==> src/rtl/frontend_pkg.sv <==
// shared widths, types and constants of the fetch frontend, referenced by scoped name
`default_nettype none

package frontend_pkg;

  // -------------------------------------------------------------------
  // datapath widths
  // -------------------------------------------------------------------
  localparam int XLEN       = 32;
  localparam int InstrBytes = 4;

  typedef logic [XLEN-1:0] addr_t;
  typedef logic [XLEN-1:0] instr_t;
  typedef logic [XLEN-1:0] imm_t;

  // major opcodes of the control-flow instructions
  localparam logic [6:0] OpcodeBranch = 7'b1100011;
  localparam logic [6:0] OpcodeJal    = 7'b1101111;
  localparam logic [6:0] OpcodeJalr   = 7'b1100111;

  // -------------------------------------------------------------------
  // branch history table
  // -------------------------------------------------------------------
  localparam int BhtEntries = 16;
  localparam int BhtIdxW    = 4;

  typedef logic [BhtIdxW-1:0] bht_idx_t;
  // msb set means predict taken
  typedef logic [1:0] bht_ctr_t;

  localparam bht_ctr_t BhtCtrInitTaken    = 2'd2;
  localparam bht_ctr_t BhtCtrInitNotTaken = 2'd1;
  localparam bht_ctr_t BhtCtrMax          = 2'd3;
  localparam bht_ctr_t BhtCtrMin          = 2'd0;

  // -------------------------------------------------------------------
  // fetch queue
  // -------------------------------------------------------------------
  localparam int QueueDepth = 4;
  localparam int QueuePtrW  = $clog2(QueueDepth);
  localparam int QueueCntW  = $clog2(QueueDepth + 1);

  typedef logic [QueuePtrW-1:0] qptr_t;
  typedef logic [QueueCntW-1:0] qcnt_t;

  // control-flow kind of a scanned instruction
  typedef enum logic [1:0] {
    CF_NONE,
    CF_BRANCH,
    CF_JAL,
    CF_JALR
  } cf_e;

  // four-phase memory handshake
  typedef enum logic [1:0] {
    FS_IDLE,
    FS_WAIT_ACK,
    FS_WAIT_RELEASE
  } fetch_state_e;

endpackage

`default_nettype wire

==> src/rtl/instr_scan.sv <==
// combinational scan of one fetched word, gives its control-flow kind and immediate
`default_nettype none
`timescale 1ns/1ns

module instr_scan (
  input  frontend_pkg::instr_t instr_i,
  output frontend_pkg::cf_e    cf_o,
  output frontend_pkg::imm_t   imm_o
);

  logic [6:0]         opcode;
  frontend_pkg::imm_t b_imm;
  frontend_pkg::imm_t j_imm;

  assign opcode = instr_i[6:0];

  // B-type: imm[12|10:5|4:1|11], lsb always zero
  assign b_imm = {{20{instr_i[31]}}, instr_i[7], instr_i[30:25], instr_i[11:8], 1'b0};

  // J-type: imm[20|10:1|11|19:12]
  assign j_imm = {{12{instr_i[31]}}, instr_i[19:12], instr_i[20], instr_i[30:21], 1'b0};

  always_comb begin
    cf_o  = frontend_pkg::CF_NONE;
    imm_o = '0;
    case (opcode)
      frontend_pkg::OpcodeBranch: begin
        cf_o  = frontend_pkg::CF_BRANCH;
        imm_o = b_imm;
      end
      frontend_pkg::OpcodeJal: begin
        cf_o  = frontend_pkg::CF_JAL;
        imm_o = j_imm;
      end
      // target comes from a register, nothing to predict here
      frontend_pkg::OpcodeJalr: begin
        cf_o = frontend_pkg::CF_JALR;
      end
      default: begin
        cf_o  = frontend_pkg::CF_NONE;
        imm_o = '0;
      end
    endcase
  end

  // an unknown word still has to decode to one of the four kinds
  always_comb begin
    a_cf_legal: assert final (cf_o inside {frontend_pkg::CF_NONE, frontend_pkg::CF_BRANCH,
                                           frontend_pkg::CF_JAL, frontend_pkg::CF_JALR})
      else $error("instr_scan: illegal control-flow kind %0d", cf_o);
  end

endmodule

`default_nettype wire

==> config.mk <==
export PLATFORM = sky130hd
export DESIGN_NAME = instr_scan
export DESIGN_NICKNAME = d
export VERILOG_FILES = /design/src/rtl/frontend_pkg.sv /design/src/rtl/instr_scan.sv
export SDC_FILE = /design/constraint.sdc
export NUM_CORES = 1
export LEC_CHECK = 0
export CAP_MARGIN = 20
export CELL_PAD_IN_SITES_DETAIL_PLACEMENT = 1
export CELL_PAD_IN_SITES_GLOBAL_PLACEMENT = 1
export CORE_MARGIN = 1
export CORE_UTILIZATION = 40
export DETAILED_ROUTE_END_ITERATION = 6
export DONT_BUFFER_PORTS = 1
export PLACE_DENSITY_LB_ADDON = 0.15
export SLEW_MARGIN = 20
export SYNTH_ARGS = -nofsm -noshare
export SYNTH_HDL_FRONTEND = slang
export SYNTH_SLANG_ARGS = --single-unit
==> constraint.sdc <==
create_clock -name vclk -period 2.1
set_input_delay 0.105 -clock vclk [all_inputs]
set_output_delay 0.105 -clock vclk [all_outputs]
set_load 0.02 [all_outputs]
======== Word level (Yosys, flattened, before mapping) ========
Cells that the tools add are included.
word-level totals
  word-level logic and storage cells ...... 5
  output and inout port bits .............. 34
  input bits .............................. 32
  flip-flop bits (word level) ............. 0
operators by class
  muxes and demuxes ....................... 2
  eq/ne operators ......................... 3
operator list
  cell                  count
  $pmux W32 S2          1
  $eq A7 B7 Y1 const B  3
  $pmux W2 S3           1

======== Depth between registers and ports, before layout ========
  depth after elaboration ................. 2
  gate-level depth with buffers ........... 4
  depth with buffers taken out ............ 2

======== Worst setup path after synthesis ========
Ideal clock, no wire load.
  kind .................................... input to output
  from .................................... input port instr_i[2]
  to ...................................... output port imm_o[21]
  setup slack ............................. -0.194 ns
  arrival ................................. 2.189 ns
  data required time ...................... 1.995 ns
  stages .................................. 4
  path through ............................ buf_4 xor2_1 nor4_1 buf_4
on the way
  longest elaborated chain between the ends .. 2
  elaborated cells between the ends (all ways) .. 3
ends and longest elaborated chain
  what              line              RTL
  start, declared   instr_scan.sv:6   input frontend_pkg::instr_t instr_i,
  $eq A7 B7 Y1      instr_scan.sv:26  case (opcode)
  $pmux W32 S2 (*)  instr_scan.sv:26
  end, declared     instr_scan.sv:8   output frontend_pkg::imm_t imm_o
Every way passes the cells marked *; elsewhere a longest branch is shown, timed or not.

======== Final worst setup path ========
  from .................................... input port instr_i[4]
  to ...................................... output port imm_o[7]
The elaborated chain is that of the path after synthesis.

==> impl_metrics.yaml <==
outcome:
  run_status: "complete, no violations"
floorplan:
  dieArea_mm2: 0.001483
  core-area_mm2: 0.001171
  fp-row-count: 12
  die_height_um: 38.51
  chipWidth_um: 38.51
  start_util_pct: 45.51
  ios: 66
yosys:
  yosysSeqAreaShare_pct: 0
  synth_area_um2: 533.0
  netlist_instances: 74
  ys_types: 15
  synth_top_area_share_pct: 28.17
  synth_commonest_cells: "buf_4 (13), nand3_1 (13), a211oi_2 (12), inv_1 (9), nor4_1 (7)"
  synth_warnings: 0
  syn_nets: 106
  yosysTopAreaCell: "a211oi_2"
  synth.avg_cell_area_um2: 7.203
  synth.area.top_cells: "a211oi_2 (28%), buf_4 (18%), nand3_1 (12%)"
route:
  routed_wl_um: 1404
  wl_per_cell_um: 15.10
  drt_iter0_drc: 4
  num_vias: 538
  dr.pass1.iters: 2
  vias_per_cell: 5.785
  drc: 0
  route.antenna.remaining_nets: 0
critical_path:
  cp-end-kind: "primary output"
  path_class: "in2out"
  required_ns: 2.00
  critPathMaxFanout: 21
  arrival_ns: 1.09
  cp-start-kind: "primary input"
layout:
  fin_nets: 113
  final_layout_size_suffix_gt1_share_pct: 50.63
  antenna_cells: 0
  finalNonFillerCells: 93
  seq_cells: 0
  nClkBuffers: 0
  syn_to_final_growth_pct: 20.89
  area.sequential_um2: 0
global_routing:
  grtUsageMet3_pct: 4.070
  busiest_layer: "met2"
  gr-total-overflow: 0
  grt_use_met1_pct: 22.95
  grt_pass1_wl_um: 2001
  grt_usage_pct: 18.10
  antenna_found_initial: 0
  grt_pass1_vias: 453
  grt.met2_usage_pct: 32.50
  grt_start_max_net_pins: 22
sta:
  rsz0062_at_grt: "false"
  fin_crit_sh_pct: 56.68
  max_freq_mhz: 840.1
  max_slew_margin_pct: 57.79
  hold_violations: 0
  period_needed_ns: 1.190
  fin_tns_setup_ns: 0
  timing.hold.ws_ns: 0.3861
  slew_violations: 0
  finalWorstSetupSlack_ns: 0.9096
  worst_slew_pin_slew_ns: 0.6310
  setup_viol: 0
placement:
  numPortBuffers: 0
  gp_congestion: 0.6659
  post-place-ws_ns: 0.8974
  place_inst: 93
  hpwl_um: 1044
clock_tree:
  hold_buffers: 0
  post_cts_resized: 0
  cts_setup_buffers: 0
min_path:
  hp-class: "in2out"
pwr:
  comb_power_share_pct: 100.0
  p_switching_mw: 0.03802
  power_density_mw_per_mm2: 88.19
  p_int_mw: 0.01881
  leakagePower_nw: 0.2490
  ir_drop_v: 0.00004493
  switching_share_pct: 66.91
  pwr-share-clk_pct: 0
  pwr-share-seq_pct: 0
  total_power_mw: 0.05683
flow_run:
  max_cap_violations: 0
==> power groups by stage <==
stage          Clock (mW)  Combinational [mW]  Sequential, mW
2_1_floorplan           0              0.0599               0
3_3_place_gp            0              0.0558               0
3_5_place_dp            0              0.0568               0
4_1_cts                 0              0.0572               0
5_1_grt                 0              0.0614               0
6_report                0              0.0568               0
==> final cells by class <==
| class | instances | area, um^2 |
|---|---|---|
| Timing Repair Buffer | 26 | 227.7 |
| Fill cell | 145 | 526.8 |
| Tap cell | 14 | 17.52 |
| Inverter | 9 | 33.78 |
| Multi-Input combinational cell | 44 | 365.4 |
==> final timing paths <==
path / cells past startpoint / from / slack (ns) / endpoint
setup / recovery: 4 / instr_i[4] / 0.91 / imm_o[7]
hold / removal: 2 / instr_i[3] / 0.39 / cf_o[0]
==> per-stage QoR <==
| stage | utilization (%) | instance area (um^2) |
|---|---|---|
| final | 55.02 | 644.4 |
| after global routing | 55.02 | 644.4 |
| after global placement | 55.02 | 644.4 |
| after detailed placement | 55.02 | 644.4 |
| after CTS | 55.02 | 644.4 |
| after floorplan | - | 539.3 |
==> metal layers <==
layer  part of all wire [%]  vias up
met3                     10        0
met4                      0        0
met1                     41      239
li1                       -      264
met5                      0        -
met2                     48       35
==> cell families after synthesis <==
kind of cell	after synthesis	synth area share, %
buffers and inverters	30	34.27
AND/OR/NAND/NOR	29	33.80
AO/OA/AOI/OAI	13	29.58
XOR/XNOR	1	1.643
other	1	0.7035
==> placed cells by master, fill, tap and decap left out, drive strengths merged <==
| cell | count |
|---|---|
| a211oi | 13 |
| buf | 26 |
| conb | 1 |
| inv | 9 |
| nand3 | 13 |
| nand4b | 1 |
| nor3 | 2 |
| nor4 | 7 |
| or3b | 6 |
| xor2 | 1 |
==> critical path: stages <==
cell	delay, ns
nand4b_1	0.22
buf_4	0.28
nor4_1	0.28
buf_4	0.20
Note: power is estimated with default switching activity, not from simulation.
