## src/rtl/frontend_pkg.sv

```systemverilog
// shared widths, types and constants of the fetch frontend, referenced by scoped name
`default_nettype none

package frontend_pkg;

  // -------------------------------------------------------------------
  // datapath widths
  // -------------------------------------------------------------------
  localparam int XLEN       = 32;
  localparam int InstrBytes = 4;

  typedef logic [XLEN-1:0] addr_t;
  typedef logic [XLEN-1:0] instr_t;
  typedef logic [XLEN-1:0] imm_t;

  // major opcodes of the control-flow instructions
  localparam logic [6:0] OpcodeBranch = 7'b1100011;
  localparam logic [6:0] OpcodeJal    = 7'b1101111;
  localparam logic [6:0] OpcodeJalr   = 7'b1100111;

  // -------------------------------------------------------------------
  // branch history table
  // -------------------------------------------------------------------
  localparam int BhtEntries = 16;
  localparam int BhtIdxW    = 4;

  typedef logic [BhtIdxW-1:0] bht_idx_t;
  // msb set means predict taken
  typedef logic [1:0] bht_ctr_t;

  localparam bht_ctr_t BhtCtrInitTaken    = 2'd2;
  localparam bht_ctr_t BhtCtrInitNotTaken = 2'd1;
  localparam bht_ctr_t BhtCtrMax          = 2'd3;
  localparam bht_ctr_t BhtCtrMin          = 2'd0;

  // -------------------------------------------------------------------
  // fetch queue
  // -------------------------------------------------------------------
  localparam int QueueDepth = 4;
  localparam int QueuePtrW  = $clog2(QueueDepth);
  localparam int QueueCntW  = $clog2(QueueDepth + 1);

  typedef logic [QueuePtrW-1:0] qptr_t;
  typedef logic [QueueCntW-1:0] qcnt_t;

  // control-flow kind of a scanned instruction
  typedef enum logic [1:0] {
    CF_NONE,
    CF_BRANCH,
    CF_JAL,
    CF_JALR
  } cf_e;

  // four-phase memory handshake
  typedef enum logic [1:0] {
    FS_IDLE,
    FS_WAIT_ACK,
    FS_WAIT_RELEASE
  } fetch_state_e;

endpackage

`default_nettype wire

```

## src/rtl/fetch_queue.sv

```systemverilog
// small FIFO of fetched entries toward decode, emptied by a redirect
`default_nettype none
`timescale 1ns/1ns

module fetch_queue (
  input  logic                 clk_i,
  input  logic                 rst_ni,
  input  logic                 flush_i,
  input  logic                 push_i,
  input  frontend_pkg::addr_t  push_pc_i,
  input  frontend_pkg::instr_t push_instr_i,
  input  logic                 push_taken_i,
  output logic                 has_room_o,
  output logic                 fetch_valid_o,
  output frontend_pkg::addr_t  fetch_pc_o,
  output frontend_pkg::instr_t fetch_instr_o,
  output logic                 fetch_taken_o,
  input  logic                 fetch_ready_i
);

  frontend_pkg::addr_t  pc_mem    [frontend_pkg::QueueDepth];
  frontend_pkg::instr_t instr_mem [frontend_pkg::QueueDepth];
  logic                 taken_mem [frontend_pkg::QueueDepth];

  frontend_pkg::qptr_t wr_ptr_q;
  frontend_pkg::qptr_t rd_ptr_q;
  frontend_pkg::qcnt_t count_q;
  logic                pop;

  assign has_room_o    = count_q < frontend_pkg::qcnt_t'(frontend_pkg::QueueDepth);
  assign fetch_valid_o = (count_q != '0);
  assign pop           = fetch_valid_o & fetch_ready_i;

  // head entry straight from storage
  assign fetch_pc_o    = pc_mem[rd_ptr_q];
  assign fetch_instr_o = instr_mem[rd_ptr_q];
  assign fetch_taken_o = taken_mem[rd_ptr_q];

  // -------------------------------------------------------------------
  // pointers and fill level
  // -------------------------------------------------------------------
  always_ff @(posedge clk_i or negedge rst_ni) begin
    if (!rst_ni) begin
      wr_ptr_q <= '0;
      rd_ptr_q <= '0;
      count_q  <= '0;
    end else if (flush_i) begin
      wr_ptr_q <= '0;
      rd_ptr_q <= '0;
      count_q  <= '0;
    end else begin
      if (push_i) begin
        wr_ptr_q <= wr_ptr_q + frontend_pkg::qptr_t'(1);
      end
      if (pop) begin
        rd_ptr_q <= rd_ptr_q + frontend_pkg::qptr_t'(1);
      end
      count_q <= count_q + frontend_pkg::qcnt_t'(push_i) - frontend_pkg::qcnt_t'(pop);
    end
  end

  always_ff @(posedge clk_i) begin
    if (push_i && !flush_i) begin
      pc_mem[wr_ptr_q]    <= push_pc_i;
      instr_mem[wr_ptr_q] <= push_instr_i;
      taken_mem[wr_ptr_q] <= push_taken_i;
    end
  end

  // fetch_ctrl must hold req low while the queue is full
  a_no_push_full: assert property (@(posedge clk_i) disable iff (!rst_ni)
    push_i |-> has_room_o)
    else $error("fetch_queue: push into a full queue");

endmodule

`default_nettype wire

```

## config.mk

```make
export PLATFORM = sky130hd
export DESIGN_NAME = fetch_queue
export DESIGN_NICKNAME = d
export VERILOG_FILES = /design/src/rtl/frontend_pkg.sv /design/src/rtl/fetch_queue.sv
export SDC_FILE = /design/constraint.sdc
export NUM_CORES = 1
export LEC_CHECK = 0
export ABC_CLOCK_PERIOD_IN_PS = 4050
export BUFFER_PORTS_ARGS = -buffer_cell sky130_fd_sc_hd__buf_4
export CAP_MARGIN = 20
export CORE_MARGIN = 5
export CORE_UTILIZATION = 60
export CTS_BUF_LIST = sky130_fd_sc_hd__clkbuf_2 sky130_fd_sc_hd__clkbuf_4 sky130_fd_sc_hd__clkbuf_8
export DETAILED_ROUTE_END_ITERATION = 8
export GPL_ROUTABILITY_DRIVEN = 0
export HOLD_SLACK_MARGIN = 0.08
export PLACE_DENSITY = 0.91
export SYNTH_ARGS = -nofsm -noshare
export SYNTH_HDL_FRONTEND = slang
export SYNTH_SLANG_ARGS = --single-unit
export TNS_END_PERCENT = 50
```

## constraint.sdc

```tcl
create_clock -name clk_i -period 4.05 [get_ports clk_i]
set_input_delay 0.2025 -clock clk_i [delete_from_list [all_inputs] [get_ports clk_i]]
set_output_delay 0.2025 -clock clk_i [all_outputs]
set_load 0.005 [all_outputs]
```

# [Word level (Yosys, flattened, before mapping)]
# Memory sizes are Yosys's and may differ from the RTL's.
# Index checks and enable logic that the tools add are counted.
[classes] bitwise_logic=1 div=0 order_cmp=1 n_reduce_logical=5 shifts=0 n_eq_ne=0 muxes=7 multipliers=0 n_addsub=4
[op_table] op="$mux W2" count=4
[op_table] op="$add A2 B1 Y2 const B" count=2
[op_table] op="$reduce_bool A2 Y1" count=2
[op_table] op="$add A3 B1 Y3" count=1
[op_table] op="$lt A3 B3 Y1 const B" count=1
[op_table] op="$mux W3" count=1
[op_table] op="$reduce_bool A3 Y1" count=1
[op_table] op="$sub A3 B1 Y3" count=1
[op_table] op="$mux W1" count=2
[op_table] op="$and A1 B1 Y1" count=1
[op_table] op="$logic_and A1 B1 Y1" count=1
[op_table] op="$logic_not A1 Y1" count=1
[word_totals] latchBits=0 inputBits=70 romBits=0 output_inout_bits=67 mem_bits_rw=260 reg_bits=7 wordCells=24 mem_count=3
[memory_table] name="instr_mem" depth=4 word_bits=32 read_ports=1 rd_clocked_by_memory_dff=0 wr=1 line_no="fetch_queue.sv:22" text="frontend_pkg::instr_t instr_mem [frontend_pkg::QueueDepth];"
[memory_table] name="pc_mem" depth=4 word_bits=32 read_ports=1 rd_clocked_by_memory_dff=0 wr=1 line_no="fetch_queue.sv:21" text="frontend_pkg::addr_t pc_mem [frontend_pkg::QueueDepth];"
[memory_table] name="taken_mem" depth=4 word_bits=1 read_ports=1 rd_clocked_by_memory_dff=0 wr=1 line_no="fetch_queue.sv:23" text="logic taken_mem [frontend_pkg::QueueDepth];"

# [Depth between registers and ports, before layout]
[depth] word_depth=4 depth_mapped=8 mapped_depth_nobuf=8

# [Least setup slack after synthesis]
# Ideal clock, no wire load.
[synth_timing] kind="register to register" from="register wr_ptr_q[0]" to="memory instr_mem[2][0] in the netlist's numbering (enable)" path_slack_ns=1.476 required_ns=3.620 stages_incl_launch_ff=4 t_arrival_ns=2.144 setup_ns=0.430 n_path_buf=0 period_less_slack_ns=2.574 cell_sequence="dfrtp_1 -> inv_1 -> ha_1 -> and2_1"
[synth_rtl] element="start, declared" line_no="fetch_queue.sv:25" text="frontend_pkg::qptr_t wr_ptr_q;"
[synth_rtl] element="start signal, assigned" line_no="fetch_queue.sv:53" text="wr_ptr_q <= wr_ptr_q + frontend_pkg::qptr_t'(1);"
[synth_rtl] element="end, declared" line_no="fetch_queue.sv:22"
# No word-level cell before the write port.

# [Final worst setup path]
[layout_timing] from="register rd_ptr_q[0]" to="output port fetch_pc_o[7]"
[layout_via] elab_chain_cells=1
[layout_rtl] element="start, declared" line_no="fetch_queue.sv:26" text="frontend_pkg::qptr_t rd_ptr_q;"
[layout_rtl] element="start signal, assigned" line_no="fetch_queue.sv:56" text="rd_ptr_q <= rd_ptr_q + frontend_pkg::qptr_t'(1);"
[layout_rtl] element="$mem_v2 Z4 W32"
[layout_rtl] element="end, declared" line_no="fetch_queue.sv:15" text="output frontend_pkg::addr_t fetch_pc_o,"
# Every way passes these cells.

==> reports/metrics.cfg <==
[outcome]
status=complete, no violations

[clocking]
cts_tree=done
cts_max_level=2
clockBufferDepth=3
clk_latency_ps=520
cts_setup_buffers=0
cts_num_sinks=267
cts-root-buf=clkbuf_8
cts-buffers-inserted=40
path_clk_slew_ps=60

[cells_and_area]
nets=694
final.fill_count=820
insertedDiodeCount=0
drive_above_1_share_pct=42.7
syn_to_final_growth_pct=28.1

[synth]
syn_inst=383
syn_area_sq_mm=0.00986
synth_top_area_cell=edfxtp_1
synthTopCellsByArea=edfxtp_1, mux4_2, dfrtp_1, ha_1, buf_12
yosys_register_bits=267
async_flop_share_pct=2.62
synth_cell_types=22
yosysSeqAreaShare_pct=81.0
syn_avg_cell_area_sq_um=25.7
synth_most_common_cell=edfxtp_1
synth_fp_nets=460
yosys_warnings=0
synth_edf_count=260
synthFlopType=edfxtp_1
synth_commonest_cells=edfxtp_1, mux4_2, dfrtp_1
synth_top_area_share_pct=79.2

[sta]
tightest_slew_ps=1000
hold_viol=0
timing.slew.headroom_pct=33.0
slew_violations=0
fin_crit_sh_pct=66.9
timing.final.crit_period_ps=2710
holdWs_ps=413
setup_viol_count_final=0
fin_tns_setup_ps=0
clock_skew_ps=17.4
max_freq_ghz=0.369
grt_setup_unrepaired=false

[die]
dieHeight_um=138
start_util_pct=61.6
die_w_um=138
io_pins=137
core_sq_mm=0.0160
dieArea_sq_mm=0.0191
fp-row-count=46

[setup_path]
worstSetupPathType=reg2out
worstPathRequired_ps=3850
endpoint_kind=output pin
cp_max_fo=37
critPathArrivalTime_ps=2510
critPathLaunchType=flip-flop

[global_routing]
grtUsageTotal_pct=20.6
antenna_found_initial=0
gr-total-overflow=0
grt_pass1_vias=5331
grt_max_degree=68
grt_first_pass_wirelength_um=30400

[power_and_ir_drop]
vdd_drop_max_uv=427
fin_total_pwr_mw=6.72
switching_share_pct=22.6
clkPwrFrac_pct=34.7
intPower_mw=5.21
p_sw_mw=1.52
p_leak_nw=4.35
p_comb_share_pct=16.6
power.density_mw_per_mm2=532
p_seq_share_pct=48.7

[detailed_routing]
wire_per_inst_um=22.2
num_vias=4755
drc=0
drt-initial-drc-count=269
drt-total-wl_um=19200
antenna_left=0
vias_per_cell=5.51
dr.pass1.iters=4

[hold_path]
hold_class=in2reg

[run]
maxCapViolations=0

[placement]
io_buffers=136
dp_hpwl_um=10500

==> cell usage in the layout (no fill, tap or decap), types with 2 or more instances in the layout <==
master           n
mux4_2          65
mux2_2           2
nor2b_1          4
ha_1             6
bufinv_16        4
dfrtp_4          2
dfrtp_1          5
inv_1            6
clkinv_2         4
clkinvlp_4       2
nor2_1           6
buf_4          136
clkinv_1         6
clkbuf_8        43
dlygate4sd3_1   71
edfxtp_1       260
clkbuf_4        13
and2_4           4
==> path summary, 6_finish.rpt <==
| kind | start | to | slack [ps] | cells after the start |
|---|---|---|---|---|
| setup / recovery | rd_ptr_q[0] | fetch_pc_o[7] | 1340 | 3 |
| hold / removal | push_pc_i[25] | pc_mem[1][25] | 410 | 2 |
| setup reg to reg | count_q[1] | count_q[0] | 1890 | 6 |
| hold reg to reg | wr_ptr_q[1] | wr_ptr_q[1] | 610 | 2 |
| max in group asynchronous | rst_ni | rd_ptr_q[0] | 3150 | 3 |
| min in group asynchronous | rst_ni | count_q[2] | 630 | 3 |
==> per-stage QoR <==
| step | worst slack (ps) | std cells | utilization [%] | instance area [sq um] |
|---|---|---|---|---|
| after detailed placement | 1830 | 720 | 69.1 | 11100 |
| after global routing | 1140 | 863 | 78.9 | 12600 |
| after global placement | 1860 | 720 | 69.1 | 11100 |
| after floorplan | 1480 | 383 | - | 9860 |
| final | 1340 | 863 | 78.9 | 12600 |
| after CTS | 1250 | 863 | 78.9 | 12600 |
==> registers in the layout, indices dropped and copies added (netlist names) <==
signal and count:
wr_ptr_q 2, taken_mem 4, count_q 3, pc_mem 128, rd_ptr_q 2, instr_mem 128
==> cell families after synthesis <==
logic type	synth area share, %
AOI/OAI and AO/OA	0.178
buffers and inverters	1.61
adders and majority gates	0.964
xor gates and xnor gates	0.317
DFF	81.0
muxes	15.2
and+or+nand+nor	0.799
==> power by group through the flow <==
stage	Clock, mW	Combinational, mW	Sequential, mW
final	2.33	1.12	3.27
after global routing	2.50	1.21	3.29
after CTS	2.36	1.13	3.28
after detailed placement	0	1.07	3.33
after global placement	0	1.03	3.32
after floorplan	0	0.713	3.21
==> metal layers <==
layer,track usage (%),vias to the layer above,share of wire [%]
met5,0,-,0
li1,-,2099,-
met1,26.2,2469,40
met4,6.45,0,2.0
met3,4.62,29,5.1
met2,35.8,158,53
==> final cells by class <==
cell class	count	area, sq um	share of cell area [%]
clock buffer	56	689	5.46
clock inverter	16	178	1.41
inverter	6	22.5	0.178
multi-input combinational	94	1730	13.7
sequential	267	7990	63.3
tap	216	270	2.14
timing repair buffer	208	1750	13.9
==> repair_timing <==
action                    4_1_cts  5_1_grt
gates resized for setup         0        0
hold endpoints to repair      274        0
hold buffers                   71        0
==> worst max-delay path, cell delays in order (launching register included) <==
cell and delay (ps):
dfrtp_4 850, buf_12 370, mux4_2 570, buf_4 150
Note: power is estimated with default switching activity, not from simulation.
