$ cat config.mk
export PLATFORM = sky130hd
export DESIGN_NAME = branch_history_table
export DESIGN_NICKNAME = d
export VERILOG_FILES = /design/src/rtl/frontend_pkg.sv /design/src/rtl/branch_history_table.sv
export SDC_FILE = /design/constraint.sdc
export NUM_CORES = 1
export LEC_CHECK = 0
export BUFFER_PORTS_ARGS = -buffer_cell sky130_fd_sc_hd__buf_2
export CAP_MARGIN = 20
export CELL_PAD_IN_SITES_DETAIL_PLACEMENT = 0
export CELL_PAD_IN_SITES_GLOBAL_PLACEMENT = 1
export CORE_ASPECT_RATIO = 1.5
export CORE_MARGIN = 3
export CORE_UTILIZATION = 44
export DETAILED_ROUTE_END_ITERATION = 16
export PLACE_DENSITY_LB_ADDON = 0.08
export SYNTH_ARGS = -nofsm -noshare
export SYNTH_HDL_FRONTEND = slang
export SYNTH_SLANG_ARGS = --single-unit
$ cat constraint.sdc
create_clock -name clk_i -period 5.9 [get_ports clk_i]
set_clock_uncertainty 0.05 [all_clocks]
set_input_delay 0 -clock clk_i [delete_from_list [all_inputs] [get_ports clk_i]]
set_output_delay 0 -clock clk_i [all_outputs]
set_load 0.02 [all_outputs]
$ cat src/rtl/frontend_pkg.sv
// shared widths, types and constants of the fetch frontend, referenced by scoped name
`default_nettype none

package frontend_pkg;

  // -------------------------------------------------------------------
  // datapath widths
  // -------------------------------------------------------------------
  localparam int XLEN       = 32;
  localparam int InstrBytes = 4;

  typedef logic [XLEN-1:0] addr_t;
  typedef logic [XLEN-1:0] instr_t;
  typedef logic [XLEN-1:0] imm_t;

  // major opcodes of the control-flow instructions
  localparam logic [6:0] OpcodeBranch = 7'b1100011;
  localparam logic [6:0] OpcodeJal    = 7'b1101111;
  localparam logic [6:0] OpcodeJalr   = 7'b1100111;

  // -------------------------------------------------------------------
  // branch history table
  // -------------------------------------------------------------------
  localparam int BhtEntries = 16;
  localparam int BhtIdxW    = 4;

  typedef logic [BhtIdxW-1:0] bht_idx_t;
  // msb set means predict taken
  typedef logic [1:0] bht_ctr_t;

  localparam bht_ctr_t BhtCtrInitTaken    = 2'd2;
  localparam bht_ctr_t BhtCtrInitNotTaken = 2'd1;
  localparam bht_ctr_t BhtCtrMax          = 2'd3;
  localparam bht_ctr_t BhtCtrMin          = 2'd0;

  // -------------------------------------------------------------------
  // fetch queue
  // -------------------------------------------------------------------
  localparam int QueueDepth = 4;
  localparam int QueuePtrW  = $clog2(QueueDepth);
  localparam int QueueCntW  = $clog2(QueueDepth + 1);

  typedef logic [QueuePtrW-1:0] qptr_t;
  typedef logic [QueueCntW-1:0] qcnt_t;

  // control-flow kind of a scanned instruction
  typedef enum logic [1:0] {
    CF_NONE,
    CF_BRANCH,
    CF_JAL,
    CF_JALR
  } cf_e;

  // four-phase memory handshake
  typedef enum logic [1:0] {
    FS_IDLE,
    FS_WAIT_ACK,
    FS_WAIT_RELEASE
  } fetch_state_e;

endpackage

`default_nettype wire

$ cat src/rtl/branch_history_table.sv
// table of 2-bit branch counters, read at the fetch pc and trained by resolved branches
`default_nettype none
`timescale 1ns/1ns

module branch_history_table (
  input  logic                clk_i,
  input  logic                rst_ni,
  input  frontend_pkg::addr_t lookup_pc_i,
  output logic                pred_valid_o,
  output logic                pred_taken_o,
  input  logic                resolve_valid_i,
  input  logic                resolve_is_branch_i,
  input  logic                resolve_taken_i,
  input  frontend_pkg::addr_t resolve_pc_i
);

  logic [frontend_pkg::BhtEntries-1:0] valid_q;
  frontend_pkg::bht_ctr_t              ctr_q [frontend_pkg::BhtEntries];

  frontend_pkg::bht_idx_t rd_idx;
  frontend_pkg::bht_idx_t upd_idx;
  frontend_pkg::bht_ctr_t upd_ctr;
  frontend_pkg::bht_ctr_t ctr_next;
  logic                   upd_en;
  logic                   upd_valid;

  // word-aligned pc, so the index starts at bit 2
  assign rd_idx  = lookup_pc_i[frontend_pkg::BhtIdxW+1:2];
  assign upd_idx = resolve_pc_i[frontend_pkg::BhtIdxW+1:2];

  assign pred_valid_o = valid_q[rd_idx];
  assign pred_taken_o = valid_q[rd_idx] & ctr_q[rd_idx][1];

  assign upd_en    = resolve_valid_i & resolve_is_branch_i;
  assign upd_valid = valid_q[upd_idx];
  assign upd_ctr   = ctr_q[upd_idx];

  // -------------------------------------------------------------------
  // counter update
  // -------------------------------------------------------------------
  always_comb begin
    if (!upd_valid) begin
      // first training starts weakly biased toward the outcome
      ctr_next = resolve_taken_i ? frontend_pkg::BhtCtrInitTaken
                                 : frontend_pkg::BhtCtrInitNotTaken;
    end else if (resolve_taken_i) begin
      ctr_next = (upd_ctr == frontend_pkg::BhtCtrMax) ? upd_ctr : upd_ctr + 2'd1;
    end else begin
      ctr_next = (upd_ctr == frontend_pkg::BhtCtrMin) ? upd_ctr : upd_ctr - 2'd1;
    end
  end

  always_ff @(posedge clk_i or negedge rst_ni) begin
    if (!rst_ni) begin
      valid_q <= '0;
    end else if (upd_en) begin
      valid_q[upd_idx] <= 1'b1;
    end
  end

  always_ff @(posedge clk_i) begin
    if (upd_en) begin
      ctr_q[upd_idx] <= ctr_next;
    end
  end

  // a taken update never lowers the counter, a not-taken one never raises it
  a_sat_high: assert property (@(posedge clk_i) disable iff (!rst_ni)
    upd_en && upd_valid && resolve_taken_i
    |=> ctr_q[$past(upd_idx)] >= $past(upd_ctr))
    else $error("branch_history_table: counter wrapped above 3");

  a_sat_low: assert property (@(posedge clk_i) disable iff (!rst_ni)
    upd_en && upd_valid && !resolve_taken_i
    |=> ctr_q[$past(upd_idx)] <= $past(upd_ctr))
    else $error("branch_history_table: counter wrapped below 0");

endmodule

`default_nettype wire

# == Yosys cells after proc, flatten, opt, wreduce, memory -nomap -nowiden ==
# Memory sizes are Yosys's and may differ from the RTL's.
# Index checks and enable logic that the tools add are counted.
# totals
mem_count,1
input_bits,69
elab_cells,26
reg_bits,16
ram_bits,32
output_inout_bits,2
# mem_list
name,depth,width,rd,rd_clocked_by_memory_dff,write_ports,line,source
ctr_q,16,2,2,0,1,branch_history_table.sv:18,frontend_pkg::bht_ctr_t ctr_q [frontend_pkg::BhtEntries];
# op_classes
n_lt_le_gt_ge,3
n_addsub,2
bitwise_logic,3
reduce_logical,2
n_eq_ne,1
mux,13
# op_table
operator,count
$or A16 B16 Y16,1
$lt A4 B5 Y1 const B,2
$mux W2,5
$bmux W1 S4,2
$mux W1,5
$demux W1 S4,1
$ge A4 B1 Y1 const B,1
$add A2 B1 Y2 const B,1
$and A1 B1 Y1,2
$eq A2 B2 Y1 const B,1
$logic_not A2 Y1,1
$sub A2 B1 Y2 const B,1
$logic_and A1 B1 Y1,1

# == Longest topological paths before layout ==
# Gate-level depths: netlist (run 1).
# logic_depth
word_depth,5
depth_mapped,7
depth_no_buf,5

# == Least setup slack after synthesis (run 1) ==
# No wires, ideal clock.
# synth_timing
path_kind,reg-to-reg
from,memory ctr_q[3][0] (netlist name)
to,"memory ctr_q[0][0] (netlist name), data pin"
required_time_ns,5.559
n_path_buf,0
arrival_ns,1.765
period_less_slack_ns,2.106
slack_ns,3.794
path_stages_with_launch,6
setup_time_ns,0.291
path_cell_list,edfxtp_1 > mux4_2 > a22oi_1 > and3_1 > o21ai_1 > a21oi_1
# synth_rtl
element,line
from (decl),branch_history_table.sv:18

==> results.rst, run 1 <==
.. list-table::
   :header-rows: 1

   * - Metric
     - Value
   * - CTS buffer count
     - 5
   * - Unrepaired setup endpoints after global routing
     - false
   * - Minimum hold slack
     - 0.08237 ns
   * - Post-synth design cell area
     - 2293 um2
   * - Filler Cells Inserted
     - 465
   * - DRC marker count from the first detailed-route iteration
     - 53
   * - Number of buffers between clock root and the deepest sink
     - 2
   * - Number of levels the H-tree was split into
     - 2
   * - Data required, critical path
     - 5.98 ns
   * - Floorplan die height
     - 94.42 um
   * - Seq cells post-synth
     - 48
   * - Number of antenna cells inserted
     - 0
   * - Cell accounting for the most synthesized area
     - sky130_fd_sc_hd__edfxtp_1
   * - Cell types with the largest area share after synthesis
     - sky130_fd_sc_hd__edfxtp_1, sky130_fd_sc_hd__mux4_2, sky130_fd_sc_hd__dfrtp_1, sky130_fd_sc_hd__or2_2, sky130_fd_sc_hd__mux4_1
   * - Initial cell density of the core
     - 0.4656
   * - Total Neg Setup Slack
     - 0 ns
   * - Reported leakage power
     - 0.8755 nW
   * - Routed len/inst
     - 20.66 um
   * - Yosys warning count
     - 0
   * - Total iterations of the first detailed-routing run
     - 4
   * - Type of the worst setup path
     - reg2reg
   * - Clock-pin slew on the worst setup and hold paths
     - 0.08 ns
   * - Number of buffers added on ports
     - 14
   * - Period minus WS final
     - 2.256 ns
   * - Clock latency on the worst-skew pair
     - 0.29 ns
   * - Fraction of registers with async set/reset
     - 0.3333
   * - Half-perimeter wire length after placement
     - 3425 um
   * - Category of the worst setup path launch point
     - flop
   * - Commonest cells in the synthesized netlist
     - sky130_fd_sc_hd__edfxtp_1, sky130_fd_sc_hd__mux4_2, sky130_fd_sc_hd__nor2_1, sky130_fd_sc_hd__or2_2, sky130_fd_sc_hd__dfrtp_1
   * - Total length of routed wires
     - 4628 um
   * - Antenna violations before repair
     - 0
   * - Achievable clock frequency
     - 443.2 MHz
   * - Slew at the pin closest to its max-slew limit
     - 0.4841 ns
   * - Clock root buffer
     - sky130_fd_sc_hd__clkbuf_8
   * - Avg Synthesized Cell Area
     - 15.93 um2
   * - Worst supply voltage drop on vdd
     - 0.1668 mV
   * - Die area
     - 6133 um2
   * - Worst slew slack as a fraction of its limit
     - 0.6773
   * - # DRC
     - 0
   * - Classification of the worst-slack hold path
     - in2reg
   * - Residual antenna-violating net count after detailed routing
     - 0
   * - Total power after layout
     - 0.7046 mW
   * - Slew Viols, Final
     - 0
   * - Prevailing post-synth register cell
     - sky130_fd_sc_hd__edfxtp_1
   * - Post-Syn Instances
     - 144
   * - Largest fanout on the critical path
     - 12
   * - Vias in the first global route
     - 1,411
   * - Final hold violation count
     - 0
   * - Number of enable-type register cells in the synthesized netlist
     - 32
   * - Final worst-path cycle share
     - 0.3824
   * - Floorplan Core Area
     - 4926 um2
   * - Syn_nets
     - 213
   * - Global-route total usage across every layer
     - 0.1694
   * - Fin nets
     - 229
   * - Power Density
     - 284.4 nW/um2
   * - Unique masters post-synth
     - 29
   * - Count of final setup violators
     - 0
   * - Crit path DAT
     - 2.33 ns
   * - Last weighted congestion value of the routability-driven placer
     - 0.7544
   * - Post-synth top area share
     - 0.4190
   * - Worst Slack Setup Final
     - 3.644 ns
   * - Crit path capture type
     - flop
   * - Outcome
     - completed
   * - Chip width
     - 64.95 um
   * - Global route total overflow
     - 0
   * - Via density per instance
     - 5.683
   * - Seq/Total Area, Yosys
     - 0.5936
   * - Maximum number of pins on one net before global-route repair
     - 17
   * - Number of max-cap violations
     - 0
   * - Site Rows
     - 31
   * - Post-placement setup slack
     - 2.879 ns
   * - Top-level I/O count
     - 71
   * - Area growth syn-to-layout
     - 8.020%
   * - Proportion of layout cells with a drive suffix above 1
     - 0.3671
   * - Total number of vias
     - 1,273
   * - Clock sink count
     - 48
   * - Wire length of the first global-routing pass
     - 7286 um
   * - CTS tree
     - done
   * - Most frequently used cell type in the post-synthesis netlist
     - sky130_fd_sc_hd__edfxtp_1
## power by group
| part | switching [mW] | internal, mW |
|---|---|---|
| sequential | 0.0187 | 0.395 |
| combinational | 0.0588 | 0.0653 |
| clock | 0.0908 | 0.0764 |
| total | 0.168 | 0.536 |
## path summary, 6_finish.rpt
kind	slack [ns]	to	startpoint	cells after the start
hold / removal	0.08	ctr_q[10][0]	resolve_taken_i	2
hold reg to reg	0.44	valid_q[4]	valid_q[4]	1
max in group asynchronous	5.41	valid_q[14]	rst_ni	2
min in group asynchronous	0.11	valid_q[7]	rst_ni	2
setup / recovery	3.64	ctr_q[1][0]	ctr_q[5][0]	6
setup reg to reg	3.64	ctr_q[1][0]	ctr_q[5][0]	6
## cell families after synthesis
logic type	count (synthesis)	share of synthesized area
buf+inv	8	0.02564
compound gates	8	0.02618
simple gates	58	0.1320
mux	22	0.2226
flops	48	0.5936
## layout by cell type, fill, tap and decap left out, types with 2 or more instances in the layout
master	count
sky130_fd_sc_hd__a21oi_1	2
sky130_fd_sc_hd__buf_2	14
sky130_fd_sc_hd__clkbuf_8	5
sky130_fd_sc_hd__dfrtp_1	16
sky130_fd_sc_hd__edfxtp_1	32
sky130_fd_sc_hd__mux4_1	4
sky130_fd_sc_hd__mux4_2	18
sky130_fd_sc_hd__nand2_1	8
sky130_fd_sc_hd__nand2b_1	2
sky130_fd_sc_hd__nand3_1	3
sky130_fd_sc_hd__nand4_1	2
sky130_fd_sc_hd__nor2_1	18
sky130_fd_sc_hd__nor2b_1	2
sky130_fd_sc_hd__or2_2	17
## sequential cells by signal (all words and copies together) (netlist names)
register	flops
ctr_q	32
valid_q	16
## what timing repair did
action                                 CTS  global route
endpoints found under the hold margin   16             0
buffers inserted                         0             0
hold buffers                             1             0
resized for setup                        0             0
## layout make-up
type                       instances  area [um2]  area share
tap                               66       82.58     0.03333
multi-input combinational         88       873.3      0.3525
sequential                        48        1361      0.5495
clock buffer                       5       68.82     0.02778
inverter                           1       3.754    0.001515
timing repair buffer              16       87.58     0.03535
## worst max-delay path, stage by stage (launching register included)
cell and delay, ns:
sky130_fd_sc_hd__edfxtp_1 0.35, sky130_fd_sc_hd__mux4_1 0.53, sky130_fd_sc_hd__a22oi_1 0.20, sky130_fd_sc_hd__and3_1 0.27, sky130_fd_sc_hd__o21ai_1 0.08, sky130_fd_sc_hd__a21oi_1 0.34, sky130_fd_sc_hd__buf_4 0.27
## per-layer routing
metal | track usage | part of all wire
met4 | 0.05820 | 0.029
met1 | 0.2055 | 0.39
met2 | 0.2963 | 0.54
met3 | 0.03690 | 0.036
met5 | 0 | 0
## through the flow
step           instance area, um2  utilization  cells
4_1_cts                      2470       0.5014    223
3_3_place_gp                 2391       0.4854    217
6_report                     2477       0.5029    224
3_5_place_dp                 2391       0.4854    217
5_1_grt                      2477       0.5029    224
2_1_floorplan                2293            -    144
(Power assumes the default switching activity.)
==> inputs of run 2 (changes only) <==
--- a/config.mk
+++ b/config.mk
@@ -11,7 +11,7 @@
 export CELL_PAD_IN_SITES_GLOBAL_PLACEMENT = 1
 export CORE_ASPECT_RATIO = 1.5
 export CORE_MARGIN = 3
-export CORE_UTILIZATION = 44
+export CORE_UTILIZATION = 37
 export DETAILED_ROUTE_END_ITERATION = 16
 export PLACE_DENSITY_LB_ADDON = 0.08
 export SYNTH_ARGS = -nofsm -noshare
==> constraint.sdc (replaced) <==
create_clock -name clk_i -period 1.9 [get_ports clk_i]
set_clock_uncertainty 0.05 [all_clocks]
set_input_delay 0 -clock clk_i [delete_from_list [all_inputs] [get_ports clk_i]]
set_output_delay 0 -clock clk_i [all_outputs]
set_load 0.02 [all_outputs]
==> run 2 against run 1 <==
The flow now finishes with violations (negative setup slack). Combinational power increased to 5.1 times the previous value. Flip-flop and latch count unchanged. Global-route usage about the same. Worst setup slack got worse by 3.9 ns. Highest routed layer unchanged. Critical endpoint is now pred_taken_o. Register-to-register slack got worse by 3.8 ns. Largest cell class unchanged. Routed wire length increased by 21%. Die area increased by 17%. Core utilization decreased by 1.2 points.
==> results.rst, run 2 (synthesis gave the netlist of run 1 again) <==
.. list-table::
   :header-rows: 1

   * - Metric
     - Value
   * - Die area
     - 7199 um2 (was 6133 um2)
   * - Top-level I/O count
     - 71 (unchanged)
   * - Site Rows
     - 34 (was 31)
   * - # DRC
     - 0 (unchanged)
   * - Violated checks
     - negative setup slack
   * - Wire length of the first global-routing pass
     - 8763 um (was 7286 um)
   * - Routed len/inst
     - 21.12 um (was 20.66 um)
   * - Achievable clock frequency
     - 472.6 MHz
   * - Total power after layout
     - 2.742 mW (was 0.7046 mW)
   * - Commonest cells after routing, fill and taps aside
     - sky130_fd_sc_hd__edfxtp_1, sky130_fd_sc_hd__buf_4, sky130_fd_sc_hd__mux4_2, sky130_fd_sc_hd__nor2_1, sky130_fd_sc_hd__or2_2 (was sky130_fd_sc_hd__edfxtp_1, sky130_fd_sc_hd__mux4_2, sky130_fd_sc_hd__nor2_1, sky130_fd_sc_hd__or2_2, sky130_fd_sc_hd__dfrtp_1)
   * - Period minus WS final
     - 2.116 ns
   * - Global route total overflow
     - 0 (unchanged)
   * - Reported leakage power
     - 1.091 nW (was 0.8755 nW)
   * - Slew Viols, Final
     - 0 (unchanged)
   * - Total length of routed wires
     - 5618 um (was 4628 um)
   * - Last weighted congestion value of the routability-driven placer
     - 0.8318 (was 0.7544)
   * - Instance area at placement
     - 2625 um2 (was 2391 um2)
   * - Number of buffers between clock root and the deepest sink
     - 2 (unchanged)
   * - Maximum number of pins on one net before global-route repair
     - 17 (unchanged)
   * - Residual antenna-violating net count after detailed routing
     - 0 (unchanged)
   * - Power Density
     - 943.8 nW/um2 (was 284.4 nW/um2)
   * - Data required, critical path
     - 1.85 ns (was 5.98 ns)
   * - Via density per instance
     - 5.459 (was 5.683)
   * - Worst Slack Setup Final
     - -0.2158 ns (was 3.644 ns)
   * - Clock-pin slew on the worst setup and hold paths
     - 0.08 ns (about the same)
   * - Most common library cell in the layout ignoring fill and taps
     - sky130_fd_sc_hd__edfxtp_1 (unchanged)
   * - Crit path DAT
     - 2.07 ns (was 2.33 ns)
   * - Type of the worst setup path
     - reg2out (was reg2reg)
   * - Number of antenna cells inserted
     - 0 (unchanged)
   * - Total iterations of the first detailed-routing run
     - 4 (unchanged)
   * - Final hold violation count
     - 0 (unchanged)
   * - Crit path capture type
     - primary output (was flop)
   * - Floorplan die height
     - 102.4 um (was 94.42 um)
   * - DRC marker count from the first detailed-route iteration
     - 64 (was 53)
   * - Classification of the worst-slack hold path
     - in2reg (unchanged)
   * - Unrepaired setup endpoints after global routing
     - true (was false)
   * - Floorplan Core Area
     - 5913 um2 (was 4926 um2)
   * - CTS tree
     - done (unchanged)
   * - Chip width
     - 70.29 um (was 64.95 um)
   * - Number of max-cap violations
     - 0 (unchanged)
   * - Initial cell density of the core
     - 0.3879 (was 0.4656)
   * - Global-route total usage across every layer
     - 0.1693 (was 0.1694)
   * - Worst supply voltage drop on vdd
     - 0.5140 mV (was 0.1668 mV)
   * - Max FFs per register
     - 32 (unchanged)
   * - Total number of vias
     - 1,452 (was 1,273)
   * - Worst slew slack as a fraction of its limit
     - 0.7318 (was 0.6773)
   * - CTS buffer count
     - 5 (unchanged)
   * - Clock root buffer
     - sky130_fd_sc_hd__clkbuf_8 (unchanged)
   * - Number of levels the H-tree was split into
     - 2 (unchanged)
   * - Antenna violations before repair
     - 0 (unchanged)
   * - Minimum hold slack
     - 0.04462 ns (was 0.08237 ns)
   * - Clock sink count
     - 48 (unchanged)
   * - Count of final setup violators
     - 33 (was 0)
   * - Category of the worst setup path launch point
     - flop (unchanged)
   * - Slew at the pin closest to its max-slew limit
     - 0.4009 ns (was 0.4841 ns)
   * - Core Util, Final
     - 0.4913 (was 0.5029)
   * - Number of buffers added on ports
     - 14 (unchanged)
   * - Outcome
     - complete, but fails checks (was completed)
   * - Register with the most flip-flops
     - ctr_q (unchanged)
   * - Final instance area
     - 2905 um2 (was 2477 um2)
   * - Vias in the first global route
     - 1,578 (was 1,411)
   * - Clock latency on the worst-skew pair
     - 0.29 ns (about the same)
   * - Fin nets
     - 263 (was 229)
   * - Largest registers
     - ctr_q: 32 flops, valid_q: 16 flops (unchanged)
   * - Half-perimeter wire length after placement
     - 4437 um (was 3425 um)
   * - Final worst-path cycle share
     - 1.114
   * - Largest fanout on the critical path
     - 2 (was 12)
   * - Area growth syn-to-layout
     - 26.68% (was 8.020%)
   * - Proportion of layout cells with a drive suffix above 1
     - 0.5412 (was 0.3671)
==> run 2: cell types whose count changed in the layout (fill, tap and decap cells not counted), moves of 2 or more <==
| cell | change |
|---|---|
| sky130_fd_sc_hd__bufinv_16 | +2 |
| sky130_fd_sc_hd__mux4_1 | -2 |
| sky130_fd_sc_hd__mux4_2 | +2 |
| sky130_fd_sc_hd__buf_4 | +23 |
| sky130_fd_sc_hd__o21a_4 | +2 |
| sky130_fd_sc_hd__buf_6 | +9 |
| sky130_fd_sc_hd__buf_12 | +2 |
| sky130_fd_sc_hd__a21oi_1 | -2 |
==> run 2: path summary, 6_finish.rpt <==
kind	startpoint	end	slack, ns	depth (start not counted)
setup / recovery	valid_q[5]	pred_taken_o	-0.22	5
hold / removal	resolve_taken_i	ctr_q[0][0]	0.04	2
setup reg to reg	ctr_q[0][1]	ctr_q[13][0]	-0.14	6
hold reg to reg	valid_q[14]	valid_q[14]	0.45	1
max in group asynchronous	rst_ni	valid_q[2]	1.47	2
min in group asynchronous	rst_ni	valid_q[10]	0.09	2
==> run 2: where the power goes <==
group / switching, mW / internal (mW) / leakage (nW) / total, mW
clock: 0.316 / 0.518 / 0.0642 / 0.833
combinational: 0.253 / 0.380 / 0.555 / 0.633
sequential: 0.0516 / 1.22 / 0.472 / 1.28
==> run 2: metrics by stage <==
stage          std cells  TNS [ns]  setup slack, ns
6_report             266    -4.405          -0.2158
5_1_grt              266    -6.714          -0.2743
4_1_cts              265    -3.287          -0.2431
3_5_place_dp         251    -8.299          -0.2677
3_3_place_gp         251    -6.388          -0.2206
2_1_floorplan        144         0          0.01732
==> run 2: area by class of cell <==
class | instances | area [um2]
fill | 521 | 3008
clock inverter | 2 | 60.06
timing repair buffer | 49 | 396.6
inverter | 1 | 3.754
tap | 72 | 90.09
multi-input combinational | 89 | 924.6
sequential | 48 | 1361
clock buffer | 5 | 68.82
==> run 2: metal layers <==
metal,GRT usage,up-vias,wire length [um]
met5,0,-,0
met4,0.07080,0,139
met3,0.02362,11,220
met2,0.3218,45,3242
li1,-,655,-
met1,0.1872,741,2016
==> run 2: critical path, stage by stage, from the launching register on <==
cell,delay [ns]
sky130_fd_sc_hd__dfrtp_1,0.39
sky130_fd_sc_hd__buf_6,0.12
sky130_fd_sc_hd__mux4_2,0.46
sky130_fd_sc_hd__mux4_2,0.52
sky130_fd_sc_hd__and2_4,0.17
sky130_fd_sc_hd__buf_6,0.12
==> run 2: timing repair <==
item | 4_1_cts | 5_1_grt
endpoints found under the setup margin | 34 | 34
cloned | 1 | 0
setup buffers | 6 | 1
pin swaps | 7 | 4
hold buffers | 1 | 0
hold endpoints to repair | 16 | 0
gates resized for setup | 22 | 3
